$ cat config.mk
export PLATFORM = sky130hd
export DESIGN_NAME = execute
export DESIGN_NICKNAME = d
export VERILOG_FILES = /design/src/hw/exec_pkg.sv /design/src/hw/execute.sv /design/src/hw/result_select_ex.sv /design/src/hw/alu32_ex.sv /design/src/hw/mm_lane_ex.sv /design/src/hw/operand_select_ex.sv
export VERILOG_INCLUDE_DIRS = /design/src /design/src/hw
export SDC_FILE = /design/constraint.sdc
export NUM_CORES = 1
export LEC_CHECK = 0
export BUFFER_PORTS_ARGS = -buffer_cell sky130_fd_sc_hd__buf_2
export CAP_MARGIN = 20
export CORE_UTILIZATION = 45
export CTS_BUF_LIST = sky130_fd_sc_hd__clkbuf_16
export CTS_CLUSTER_SIZE = 25
export DETAILED_ROUTE_END_ITERATION = 10
export PLACE_DENSITY = 0.76
export SLEW_MARGIN = 25
export SYNTH_ARGS = -nofsm -noshare
export SYNTH_HDL_FRONTEND = slang
export SYNTH_SLANG_ARGS = --single-unit
$ cat constraint.sdc
create_clock -name CLK -period 4.4 [get_ports CLK]
set_input_delay 0.22 -clock CLK [delete_from_list [all_inputs] [get_ports CLK]]
set_output_delay 0.22 -clock CLK [all_outputs]
set_load 0.005 [all_outputs]
$ cat src/hw/exec_config.svh
`ifndef EXEC_CONFIG_SVH
`define EXEC_CONFIG_SVH

// general register width
`define EXEC_WORD_W 32

// packed multimedia register width
`define EXEC_MM_W 64

// one packed lane
`define EXEC_LANE_W 16

`define EXEC_NUM_LANES (`EXEC_MM_W / `EXEC_LANE_W)

// eight architectural registers per file
`define EXEC_REG_IDX_W 3

`endif
$ cat src/hw/exec_pkg.sv
`include "exec_config.svh"

package exec_pkg;

  typedef logic [`EXEC_WORD_W-1:0]         word_t;
  typedef logic [`EXEC_MM_W-1:0]           mm_t;
  typedef logic [`EXEC_LANE_W-1:0]         lane_t;
  typedef logic [`EXEC_REG_IDX_W-1:0]      reg_idx_t;
  typedef logic [$clog2(`EXEC_WORD_W)-1:0] shamt_t;

  // operation kinds, the stage has no FSM
  typedef enum logic [1:0] {
    kind_alu,
    kind_cmpxchg,
    kind_mm
  } uop_kind_e;

  typedef enum logic [2:0] {
    alu_add,
    alu_sub,
    alu_and,
    alu_or,
    alu_xor,
    alu_shl,
    alu_pass_a
  } alu_op_e;

  // paddus saturates unsigned
  typedef enum logic [1:0] {
    mm_padd,
    mm_paddus,
    mm_psub,
    mm_pand
  } mm_op_e;

  typedef struct packed {
    logic zero;
    logic sign;
    logic carry;
    logic overflow;
  } flags_t;

  typedef struct packed {
    uop_kind_e kind;
    alu_op_e   alu_op;
    mm_op_e    mm_op;
    word_t     a;
    word_t     b;
    word_t     c;
    word_t     imm;
    logic      use_imm;
    mm_t       mm_a;
    mm_t       mm_b;
    reg_idx_t  dr1;
    reg_idx_t  dr2;
    logic      ld_gpr1;
    logic      ld_gpr2;
    logic      ld_mm;
  } ex_uop_t;

  typedef struct packed {
    mm_op_e op;
    lane_t  a;
    lane_t  b;
  } lane_req_t;

  typedef struct packed {
    word_t    result_a;
    word_t    result_b;
    flags_t   flags;
    mm_t      result_mm;
    reg_idx_t dr1;
    reg_idx_t dr2;
    logic     ld_gpr1;
    logic     ld_gpr2;
    logic     ld_mm;
  } wb_bundle_t;

endpackage

$ cat src/hw/execute.sv
`include "exec_config.svh"

module execute (
  input  logic                 CLK,
  input  logic                 rst_n,

  // upstream side
  input  logic                 ex_valid,
  input  exec_pkg::ex_uop_t    ex_uop,
  output logic                 ex_ready,

  // downstream side
  output logic                 wb_valid,
  output exec_pkg::wb_bundle_t wb,
  input  logic                 wb_ready,

  // to hazard logic
  output logic                 dep_ld_gpr1,
  output logic                 dep_ld_gpr2,
  output logic                 dep_ld_mm
);

  exec_pkg::word_t      b_sel;
  exec_pkg::shamt_t     shamt;
  exec_pkg::alu_op_e    alu_op;
  exec_pkg::word_t      alu_result;
  exec_pkg::flags_t     alu_flags;
  exec_pkg::lane_req_t  lane_reqs [`EXEC_NUM_LANES];
  exec_pkg::lane_t      lane_res [`EXEC_NUM_LANES];
  exec_pkg::wb_bundle_t wb_next;
  logic                 accept;

  operand_select_ex u_operand_select_ex (
    .uop       (ex_uop),
    .b_sel     (b_sel),
    .shamt     (shamt),
    .lane_reqs (lane_reqs)
  );

  // cmpxchg compares by subtracting
  assign alu_op = (ex_uop.kind == exec_pkg::kind_cmpxchg) ? exec_pkg::alu_sub : ex_uop.alu_op;

  alu32_ex u_alu32_ex (
    .op     (alu_op),
    .a      (ex_uop.a),
    .b      (b_sel),
    .shamt  (shamt),
    .result (alu_result),
    .flags  (alu_flags)
  );

  for (genvar i = 0; i < `EXEC_NUM_LANES; i++) begin : g_lane
    mm_lane_ex u_mm_lane_ex (
      .req (lane_reqs[i]),
      .res (lane_res[i])
    );
  end

  result_select_ex u_result_select_ex (
    .uop        (ex_uop),
    .alu_result (alu_result),
    .alu_flags  (alu_flags),
    .lane_res   (lane_res),
    .wb_next    (wb_next)
  );

  // single output register, refills in the cycle it drains
  assign ex_ready = ~wb_valid | wb_ready;
  assign accept   = ex_valid & ex_ready;

  always_ff @(posedge CLK or negedge rst_n) begin
    if (!rst_n) begin
      wb_valid <= 1'b0;
    end else if (ex_ready) begin
      wb_valid <= ex_valid;
    end
  end

  always_ff @(posedge CLK) begin
    if (accept) begin
      wb <= wb_next;
    end
  end

  // pending writes of the bundle on offer
  assign dep_ld_gpr1 = wb_valid & wb.ld_gpr1;
  assign dep_ld_gpr2 = wb_valid & wb.ld_gpr2;
  assign dep_ld_mm   = wb_valid & wb.ld_mm;

endmodule

$ cat src/hw/result_select_ex.sv
`include "exec_config.svh"

module result_select_ex (
  input  exec_pkg::ex_uop_t    uop,
  input  exec_pkg::word_t      alu_result,
  input  exec_pkg::flags_t     alu_flags,
  input  exec_pkg::lane_t      lane_res [`EXEC_NUM_LANES],
  output exec_pkg::wb_bundle_t wb_next
);

  exec_pkg::mm_t result_mm;

  // gather lanes back into the packed register
  always_comb begin
    result_mm = '0;
    for (int i = 0; i < `EXEC_NUM_LANES; i++) begin
      result_mm[i*`EXEC_LANE_W +: `EXEC_LANE_W] = lane_res[i];
    end
  end

  always_comb begin
    // plain alu defaults
    wb_next.result_a  = alu_result;
    wb_next.result_b  = uop.b;
    wb_next.flags     = alu_flags;
    wb_next.result_mm = result_mm;
    wb_next.dr1       = uop.dr1;
    wb_next.dr2       = uop.dr2;
    wb_next.ld_gpr1   = uop.ld_gpr1;
    wb_next.ld_gpr2   = uop.ld_gpr2;
    wb_next.ld_mm     = uop.ld_mm;
    if (uop.kind == exec_pkg::kind_cmpxchg) begin
      // c goes to dr1 on equal operands and b to dr2 otherwise
      wb_next.result_a = uop.c;
      wb_next.ld_gpr1  = alu_flags.zero;
      wb_next.ld_gpr2  = ~alu_flags.zero;
    end else if (uop.kind == exec_pkg::kind_mm) begin
      wb_next.flags   = '0;
      wb_next.ld_gpr1 = 1'b0;
      wb_next.ld_gpr2 = 1'b0;
    end
  end

endmodule

$ cat src/hw/alu32_ex.sv
`include "exec_config.svh"

module alu32_ex (
  input  exec_pkg::alu_op_e op,
  input  exec_pkg::word_t   a,
  input  exec_pkg::word_t   b,
  input  exec_pkg::shamt_t  shamt,
  output exec_pkg::word_t   result,
  output exec_pkg::flags_t  flags
);

  logic                  is_sub;
  exec_pkg::word_t       b_add;
  exec_pkg::word_t       sum;
  logic                  carry_out;
  logic                  add_ovf;
  logic [`EXEC_WORD_W:0] shl_wide;

  // single adder, sub is a + ~b + 1
  assign is_sub = (op == exec_pkg::alu_sub);
  assign b_add  = is_sub ? ~b : b;
  assign {carry_out, sum} = {1'b0, a} + {1'b0, b_add} + is_sub;

  // signed overflow seen on the operands actually added
  assign add_ovf = (a[`EXEC_WORD_W-1] == b_add[`EXEC_WORD_W-1]) &&
                   (sum[`EXEC_WORD_W-1] != a[`EXEC_WORD_W-1]);

  // top bit holds the last bit shifted out, zero for a zero count
  assign shl_wide = {1'b0, a} << shamt;

  always_comb begin
    result         = a;
    flags.carry    = 1'b0;
    flags.overflow = 1'b0;
    case (op)
      exec_pkg::alu_add: begin
        result         = sum;
        flags.carry    = carry_out;
        flags.overflow = add_ovf;
      end
      exec_pkg::alu_sub: begin
        result         = sum;
        // borrow is the inverted carry
        flags.carry    = ~carry_out;
        flags.overflow = add_ovf;
      end
      exec_pkg::alu_and: result = a & b;
      exec_pkg::alu_or:  result = a | b;
      exec_pkg::alu_xor: result = a ^ b;
      exec_pkg::alu_shl: begin
        result      = shl_wide[`EXEC_WORD_W-1:0];
        flags.carry = shl_wide[`EXEC_WORD_W];
      end
      default: result = a;
    endcase
    flags.zero = (result == '0);
    flags.sign = result[`EXEC_WORD_W-1];
  end

endmodule

$ cat src/hw/mm_lane_ex.sv
`include "exec_config.svh"

module mm_lane_ex (
  input  exec_pkg::lane_req_t req,
  output exec_pkg::lane_t     res
);

  // one extra bit to see the unsigned carry
  logic [`EXEC_LANE_W:0] add_wide;

  assign add_wide = {1'b0, req.a} + {1'b0, req.b};

  always_comb begin
    case (req.op)
      exec_pkg::mm_padd: begin
        res = add_wide[`EXEC_LANE_W-1:0];
      end
      exec_pkg::mm_paddus: begin
        // clamp to all ones on carry out
        res = add_wide[`EXEC_LANE_W] ? '1 : add_wide[`EXEC_LANE_W-1:0];
      end
      exec_pkg::mm_psub: begin
        res = req.a - req.b;
      end
      default: begin
        res = req.a & req.b;
      end
    endcase
  end

endmodule

$ cat src/hw/operand_select_ex.sv
`include "exec_config.svh"

module operand_select_ex (
  input  exec_pkg::ex_uop_t   uop,
  output exec_pkg::word_t     b_sel,
  output exec_pkg::shamt_t    shamt,
  output exec_pkg::lane_req_t lane_reqs [`EXEC_NUM_LANES]
);

  logic imm_ok;

  // cmpxchg always compares against the register operand
  assign imm_ok = uop.use_imm && (uop.kind != exec_pkg::kind_cmpxchg);

  assign b_sel = imm_ok ? uop.imm : uop.b;

  // count comes from the low bits of b
  assign shamt = b_sel[$bits(exec_pkg::shamt_t)-1:0];

  // slice packed operands, lane 0 at the low end
  always_comb begin
    for (int i = 0; i < `EXEC_NUM_LANES; i++) begin
      lane_reqs[i].op = uop.mm_op;
      lane_reqs[i].a  = uop.mm_a[i*`EXEC_LANE_W +: `EXEC_LANE_W];
      lane_reqs[i].b  = uop.mm_b[i*`EXEC_LANE_W +: `EXEC_LANE_W];
    end
  end

endmodule

**Word-level counts from Yosys, hierarchy flattened**

Cells that the tools add are included.

- Flip-flop bits (word level): 142
- Latch bits: 0
- Bits in writable memories: 0
- Bits in read-only memories: 0
- Output and inout port bits: 146
- Logic and storage cells: 77
- Memories: 0

- $add $sub $neg: 10
- Multipliers: 0
- Divide/modulo/power cells: 0
- Magnitude comparators: 0
- Equal/unequal tests: 12
- Shift operators: 1
- Muxes and demuxes: 19
- Bitwise gates (word level): 16
- Reductions and logical operators: 6

Operators with widths:

| operator | number |
|---|---|
| 16-bit one-hot mux with 3 select lines | 4 |
| 32-bit one-hot mux with 5 select lines | 1 |
| 32-bit 2-to-1 mux | 3 |
| 16-bit by 16-bit adder with 17-bit output | 4 |
| 16-bit bitwise AND | 4 |
| 16-bit 2-to-1 mux | 4 |
| 16-bit subtractor | 4 |
| 32-bit by 32-bit adder with 33-bit output | 1 |
| 33-bit by 1-bit adder with 33-bit output | 1 |
| 32-bit by 5-bit << shifter with 33-bit output | 1 |
| 32-bit bitwise AND | 1 |
| 32-bit logical NOT | 1 |
| 32-bit NOT | 1 |
| 32-bit bitwise OR | 1 |
| 32-bit bitwise XOR | 1 |
| 4-bit 2-to-1 mux | 2 |
| 3-bit by 2-bit == test with 1-bit output (second input constant) | 2 |
| 3-bit == test (second input constant) | 2 |
| 1-bit bitwise AND | 4 |
| 2-bit by 1-bit == test with 1-bit output (second input constant) | 2 |
| 2-bit == test (second input constant) | 2 |
| 2-bit 2-to-1 mux | 2 |
| 3-bit by 1-bit == test with 1-bit output (second input constant) | 1 |
| 3-bit logical NOT | 1 |
| other kinds (11) | 14 |

**Logic depth before layout (Yosys ltp)**

Gate-level depths: netlist (run 1).

- Depth after elaboration: 12
- Gate-level depth with buffers: 24

**By module**

A second synthesis (run 1) with hierarchy kept.

- Cell total of the unflattened synthesis: 2,570
- Area total of the unflattened synthesis: 21,737.1 sq um

Modules (own cells, without submodules):

| module | times used | cells an instance | area each (sq um) |
|---|---|---|---|
| alu32_ex | 1 | 933 | 6,860.3 |
| execute | 1 | 152 | 4,321.6 |
| mm_lane_ex at g_lane[1].u_mm_lane_ex ... | 2 | 296 | 1,926.8 |
| mm_lane_ex at g_lane[0].u_mm_lane_ex | 1 | 282 | 1,944.4 |
| mm_lane_ex at g_lane[3].u_mm_lane_ex | 1 | 282 | 1,879.3 |
| operand_select_ex | 1 | 178 | 1,472.7 |
| result_select_ex | 1 | 151 | 1,405.1 |

**Worst setup path before layout (run 1)**

OpenSTA, ideal clock, no wires.

- Kind: input-to-reg
- Start point: input port ex_uop[271] in the netlist's numbering
- End point: register wb[1] in the netlist's numbering (data pin)
- Setup time: 0.266 ns
- Arrival time: 5.066 ns
- Data required time: 4.134 ns
- Setup slack: -0.932 ns
- Stages: 23
- Path through: buf_2 nand2b_1 buf_6 nand2_2 clkbuf_1 clkbuf_1 buf_2 buf_1 mux2i_1 xnor2_1 ha_1 and2_0 and3_1 o31a_1 o21ai_0 a21boi_0 mux2i_1 o32a_1 o21bai_1 nor4b_1 nand4_1 nor4_2 o22ai_1

RTL lines:

| item | line | source |
|---|---|---|
| from (decl) | execute.sv:9 | `input exec_pkg::ex_uop_t ex_uop,` |
| to (signal assigned) | execute.sv:81 | `wb <= wb_next;` |
| to (decl) | execute.sv:14 | `output exec_pkg::wb_bundle_t wb,` |

==> results of run 1 <==
## placed cells by master, fill, tap and decap left out, drive strengths merged, types with 16 or more instances in the layout
master / netlist / layout
a21o: 44 / 44
nand3: 44 / 44
nor3: 60 / 60
a21oi: 188 / 188
xor2: 26 / 26
o21bai: 24 / 24
nor2b: 25 / 25
o221ai: 49 / 49
mux2i: 60 / 60
o31ai: 16 / 16
buf: 46 / 684
o22ai: 22 / 22
edfxtp: 141 / 141
nand2: 222 / 222
xnor2: 76 / 76
inv: 190 / 195
nor2: 191 / 191
and3: 20 / 20
o21ai: 192 / 192
dlygate4sd3: 0 / 46
clkbuf: 90 / 17
a31oi: 40 / 40
a211oi: 38 / 38
nand2b: 28 / 28
and2: 17 / 17
o211ai: 23 / 23
a22oi: 47 / 47
ha: 222 / 222
## cell usage after synthesis, types with 11 or more instances
| master | n |
|---|---|
| clkbuf_1 | 90 |
| o22ai_1 | 22 |
| nand2b_1 | 28 |
| buf_2 | 23 |
| and3_1 | 20 |
| mux2_2 | 15 |
| mux2i_1 | 60 |
| edfxtp_1 | 141 |
| o31ai_1 | 16 |
| xnor2_1 | 76 |
| nor2_1 | 190 |
| o21bai_1 | 24 |
| xor2_1 | 26 |
| a31oi_1 | 38 |
| a21o_1 | 44 |
| nand3_1 | 41 |
| nand2_1 | 220 |
| and2_1 | 16 |
| a221oi_1 | 14 |
| ha_1 | 222 |
| nor2b_1 | 25 |
| or3_1 | 13 |
| a22oi_1 | 47 |
| nor3_1 | 60 |
| a21oi_1 | 188 |
| o2111ai_1 | 15 |
| a211oi_1 | 37 |
| o21a_1 | 12 |
| inv_1 | 188 |
| o221ai_1 | 49 |
| o21ai_0 | 186 |
| buf_1 | 15 |
| a211o_1 | 11 |
| o211ai_1 | 23 |
## cell families after synthesis
kind of cell / count (synthesis)
AO/OA/AOI/OAI: 838
XOR/XNOR: 102
adder cells (fa/ha/maj): 231
buffers and inverters: 328
flip-flops: 142
multiplexers: 77
AND/OR/NAND/NOR: 664
## power breakdown
part / switching (mW) / internal [mW] / leakage (nW)
clock network: 0.682 / 0.898 / 0.297
registers: 0.0336 / 1.66 / 1.35
logic: 2.07 / 1.52 / 9.75
total: 2.79 / 4.08 / 11.4
## state kept, by name, summed over array words and instances, names as in the netlist
register	flops
wb_valid	1
wb	141
## layer usage
metal | vias to the layer above | routed length (um)
li1 | 10047 | -
met1 | 10377 | 35160
met2 | 1386 | 38860
met3 | 244 | 9543
met4 | 4 | 4211
met5 | - | 25
## worst paths after layout
path                              from  endpoint  slack, ps  cells after the start
max                        ex_uop[202]     wb[2]        240                     20
min                              rst_n  wb_valid         30                      2
max reg2reg                   wb_valid    wb[43]       2220                      3
min reg2reg                   wb_valid  wb_valid        630                      2
max in group asynchronous        rst_n  wb_valid       4280                      2
min in group CLK           ex_uop[180]   wb[119]         30                      3
## area by class of cell
| type | instances | area (um2) | area share (%) |
|---|---|---|---|
| Clock inverter | 15 | 185.2 | 0.7574 |
| Multi-Input combinational cell | 1912 | 13540 | 55.40 |
| Tap cell | 532 | 665.6 | 2.723 |
| Antenna cell | 3 | 7.507 | 0.03071 |
| Clock buffer | 17 | 425.4 | 1.740 |
| Sequential cell | 142 | 4259 | 17.42 |
| Inverter | 192 | 734.5 | 3.004 |
| Timing Repair Buffer | 730 | 4627 | 18.93 |
## what timing repair did
item / in CTS / in global routing
hold buffers: 46 / 0
buffers inserted: 0 / 2
hold endpoints to repair: 46 / 0
endpoints found under the setup margin: 0 / 3
gates resized for setup: 0 / 11
==> run_results.csv, run 1 <==
group,metric,value,unit
synthesis,yosys_register_bits,142,
power,p_per_area,281.0,mW/mm2
synthesis,syn_avg_cell_area,7.957,um2
global_route,grt_remaining_overflow,0,
finish,final_area,0.02445,mm2
global_route,grtUsageMet2,63.72,%
floorplan,std_cell_rows,74,
power,cellLeakagePower,11.40,nW
clocking,cts_inserted_buffers,17,
placed_design,dp_hpwl,67470,um
clocking,cts_buffer_depth,2,
clocking,insertion_delay,500,ps
worst_setup_path,cp.buffers_inverters,4,
synthesis,yosys.area_share.simple,16.32,%
timing,hold_viol,0,
synthesis,synth_nets,2890,
placed_design,placed_area,0.02331,mm2
synthesis,synth_top_cell_by_area,"edfxtp_1",
timing,worstMarginPinSlew,1018,ps
timing,fmax,240.6,MHz
timing,rsz0062_at_grt,"true",
timing,fin_worst_skew,7.292,ps
floorplan,die_x,207.2,um
worst_setup_path,crit_chain,"dlygate4sd3_1 > buf_2 > a21boi_4 > nor2_4 > o22ai_1 > fa_2 > nor2b_4 > o2111a_2 > o31a_1 > buf_4 > nor2_1 > or4_1 > a21oi_1 > nor3_1 > o2111ai_1 > nor3_1 > buf_4 > nand4_1 > nor4_2 > a211o_1",
worst_setup_path,critPathMaxFanout,5,
worst_setup_path,crit_path_end_kind,"flip-flop",
finish,fin_cells,3543,
worst_setup_path,cp_slowest_cell,"dlygate4sd3_1",
drt,routed_wirelength,87800,um
global_route,antenna_found_initial,7,
finish,final_util,59.34,%
clocking,clkTransAtPathRegs,60,ps
placed_design,dp_cells,3460,
worst_setup_path,critical_path_required,4640,ps
finish,drive_above_1_share,26.30,%
timing,timing.slew.headroom,32.12,%
synthesis,synth.top_cell.area_share,22.34,%
global_route,top_usage_layer,"met2",
timing,slew_violations,0,
synthesis,async_flop_share,0.7042,%
finish,syn_to_final_growth,28.99,%
synthesis,synthFlopType,"edfxtp_1",
global_route,grt_util_all_layers,39.87,%
worst_setup_path,crit_type,"input pin to flip-flop",
clocking,cts_htree_levels,4,
timing,tns,0,ps
drt,drt_iter0_markers,2535,
synthesis,synth_top_family_by_area,"compound AO/OA/AOI/OAI gates",
worst_setup_path,cp_slowest_stage_delay,540,ps
synthesis,synth_warnings,0,
timing,fin_crit,4157,ps
floorplan,initial_core_util,46.00,%
drt,vias,22058,
finish,fillerInstances,3631,
finish,nNetsFinal,3503,
worst_setup_path,worstSetupStartpointType,"input pin",
clocking,cts_tree,"yes",
run,drv_cap,0,
drt,drc,0,
drt,wl_per_cell,24.78,um
global_route,grt_first_pass_wirelength,129900,um
hold_path,min_path_type,"input pin to asynchronous set/reset pin",
placed_design,place_ws,-350.4,ps
synthesis,syn-cell-area,0.01895,mm2
global_route,grt_pass1_vias,21204,
power,p_total,6.870,mW
global_route,grt_max_degree,69,
synthesis,yosys.area_share.xor_xnor,4.713,%
timing,period_share,94.48,%
synthesis,yosys-top-cells-area,"edfxtp_1 (22%), ha_1 (15%), a21oi_1 (5.0%), o21ai_0 (4.9%), nand2_1 (4.4%)",
synthesis,synthAdderAreaFrac,15.60,%
synthesis,synth_mux_area_share,4.297,%
placed_design,globalplace.congestion,1.071,
floorplan,die-area,0.04295,mm2
placed_design,portBuffers,422,
drt,ant_nets,0,
synthesis,postSynthCellCount,2382,
floorplan,ioPinCount,423,
floorplan,core_area,0.04120,mm2
worst_setup_path,critPathTopFamily,"compound AO/OA/AOI/OAI gates",
drt,firstDrtPassIters,6,
synthesis,synthDistinctLibCells,95,
global_route,grt_use_met1,50.87,%
global_route,met3_usage,8.729,%
synthesis,synth_compound_area_share,29.63,%
timing,hold_ws,31.14,ps
clocking,clock_sinks,142,
synthesis,synth_edf_count,141,
power,vdd_drop_max,0.3123,mV
floorplan,die_h,207.2,um
drt,vias_per_cell,6.226,
clocking,cts-root-buf,"clkbuf_16",
worst_setup_path,cp.arrival,4400,ps
synthesis,seq_area_frac_synth,22.47,%
outcome,status,"completed",
timing,setup_viol,0,
timing,setup_slack,242.9,ps
(Power assumes the default switching activity.)
==> run 2: changes to the inputs <==
- CORE_UTILIZATION: 45 -> 51
- PLACE_DENSITY: 0.76 -> 0.84
==> run 2 against run 1 <==
Against the previous run:
- register-to-register slack lost 150 ps
- clock power increased by 7%
- via count is 2.6% higher
- sequential cell count did not move
- sequential power about the same
- sequential share of layout area up 0.051 points
- first-iteration DRC count up 8.4%
- non-clock buffer count is 1 lower
- hold slack got worse by 11 ps
- routed wire length increased by 0.49%
- clock skew rose by 5.3 ps
- largest cell class unchanged
==> run_results.csv, run 2 (synthesis results as in run 1) <==
group,metric,value,unit
clocking,cts-root-buf,"clkbuf_16",
drt,vias_per_cell,6.500,
finish,syn_to_final_growth,28.61,%
global_route,grt_remaining_overflow,0,
drt,drc,0,
drt,firstDrtPassIters,6,
floorplan,core_area,0.03661,mm2
finish,final-seq-area,0.004259,mm2
global_route,antenna_found_initial,12,
clocking,insertion_delay,470,ps
floorplan,initial_core_util,51.77,%
finish,final_area,0.02438,mm2
drt,routed_wirelength,88230,um
drt,vias,22633,
worst_setup_path,rr_endpoint,"wb[67]",
timing,period_share,97.11,%
worst_setup_path,critical_path_required,4600,ps
power,cellLeakagePower,11.41,nW
worst_setup_path,cp.arrival,4480,ps
timing,fin_crit,4273,ps
clocking,cts_inserted_buffers,17,
hold_path,min_path_type,"input pin to flip-flop",
worst_setup_path,crit_path_end_kind,"flip-flop",
global_route,grt_util_all_layers,45.01,%
finish,nNetsFinal,3502,
timing,hold_ws,20.38,ps
worst_setup_path,cp-endpoint,"wb[1]",
finish,largest_reg_flops,141,
floorplan,die_h,194.8,um
finish,final_cell_mix,"buf_2 (422), buf_4 (268), nand2_1 (220), ha_1 (220), nor2_1 (189)",
finish,reg.largest.list,"wb x141, wb_valid x1",
finish,drive_above_1_share,26.87,%
finish,top_register,"wb",
floorplan,die_x,194.8,um
worst_setup_path,crit_type,"input pin to flip-flop",
worst_setup_path,worstSetupStartpointType,"input pin",
worst_setup_path,rrSetupSlack,2070,ps
timing,setup_viol,0,
timing,timing.slew.headroom,29.21,%
floorplan,std_cell_rows,70,
clocking,cts_tree,"yes",
placed_design,globalplace.congestion,1.092,
outcome,status,"completed",
floorplan,ioPinCount,423,
run,drv_cap,0,
global_route,grt_pass1_vias,21771,
timing,fmax,234.0,MHz
drt,ant_nets,0,
placed_design,portBuffers,422,
worst_setup_path,cp-startpoint,"ex_uop[272]",
clocking,clock_sinks,142,
worst_setup_path,worst_r2r_path_depth,3,
placed_design,dp_hpwl,67850,um
drt,drt_iter0_markers,2748,
timing,fin_worst_skew,12.57,ps
timing,hold_viol,0,
timing,slew_violations,0,
power,vdd_drop_max,0.3112,mV
floorplan,die-area,0.03794,mm2
global_route,grt_first_pass_wirelength,130200,um
clocking,cts_htree_levels,4,
finish,multi_input_area,0.01358,mm2
drt,wl_per_cell,25.34,um
worst_setup_path,critPathMaxFanout,7,
timing,tns,0,ps
placed_design,placed_area,0.02325,mm2
clocking,clkTransAtPathRegs,70,ps
global_route,grt_max_degree,76,
finish,fillerInstances,2986,
power,p_per_area,289.4,mW/mm2
worst_setup_path,rr_startpoint,"wb_valid",
finish,layout_commonest_cell,"buf_2",
timing,worstMarginPinSlew,1062,ps
clocking,cts_buffer_depth,2,
-- run 2: power breakdown --
part | switching, mW | internal [mW] | total (mW)
Clock | 0.715 | 0.972 | 1.69
Combinational | 2.14 | 1.53 | 3.67
Sequential | 0.0330 | 1.66 | 1.70
Total | 2.89 | 4.17 | 7.06
-- run 2: area by class of cell --
type | instances | area share [%]
inverter | 192 | 3.013
sequential | 142 | 17.47
timing repair buffer | 729 | 18.68
tap | 468 | 2.402
antenna | 7 | 0.07186
multi-input combinational | 1912 | 55.71
clock buffer | 17 | 1.745
clock inverter | 15 | 0.9085
-- run 2: worst min path at each step --
| stage | start | to | slack, ps | depth (start not counted) |
|---|---|---|---|---|
| 2_1_floorplan | rst_n | wb_valid | -80 | 0 |
| 3_3_place_gp | rst_n | wb_valid | -5 | 1 |
| 3_5_place_dp | rst_n | wb_valid | -3 | 1 |
| 4_1_cts | ex_uop[194] | wb[133] | 3 | 3 |
| 5_1_grt | ex_uop[226] | wb[101] | 3 | 1 |
| 6_report | ex_uop[194] | wb[133] | 20 | 3 |
-- run 2: per-stage QoR --
stage | setup slack (ps) | utilization, % | power (mW) | instances
2_1_floorplan | -41.81 | - | 3.667 | 2382
3_3_place_gp | -314.5 | 63.51 | 5.097 | 3406
3_5_place_dp | -512.3 | 63.51 | 5.167 | 3406
4_1_cts | 18.57 | 66.23 | 6.883 | 3473
5_1_grt | -23.44 | 66.59 | 7.326 | 3482
6_report | 127.4 | 66.59 | 7.055 | 3482
-- run 2: timing repair --
action                                  in CTS  in global routing
gates resized for setup                      0                 24
pin swaps                                    1                  9
hold endpoints to repair                    35                  0
endpoints found under the setup margin       1                  4
hold buffers                                35                  0
buffers inserted                             0                  2
-- run 2: metal layers --
layer / global-route usage, % / wire, um / up-vias
li1: - / - / 10032
met1: 56.21 / 34030 / 10617
met2: 72.20 / 39720 / 1639
met3: 9.821 / 9300 / 337
met4: 24.70 / 5120 / 8
met5: 0 / 57 / -
-- run 2: critical path, stage by stage --
cell       delay, ps
buf_2            110
buf_4            140
nor2b_4          210
buf_4            200
o21ai_1          100
nand2_1          110
inv_1            120
xnor2_1          160
ha_1             220
a21o_1           200
a31oi_2          260
buf_4            160
nor2b_1           40
or2_2            280
or3_1            400
a311oi_2         290
a2bb2oi_1        220
nand4_1          140
nor3_2           210
buf_4            170
nand4_1          170
nor4_4           210
o22ai_1          140
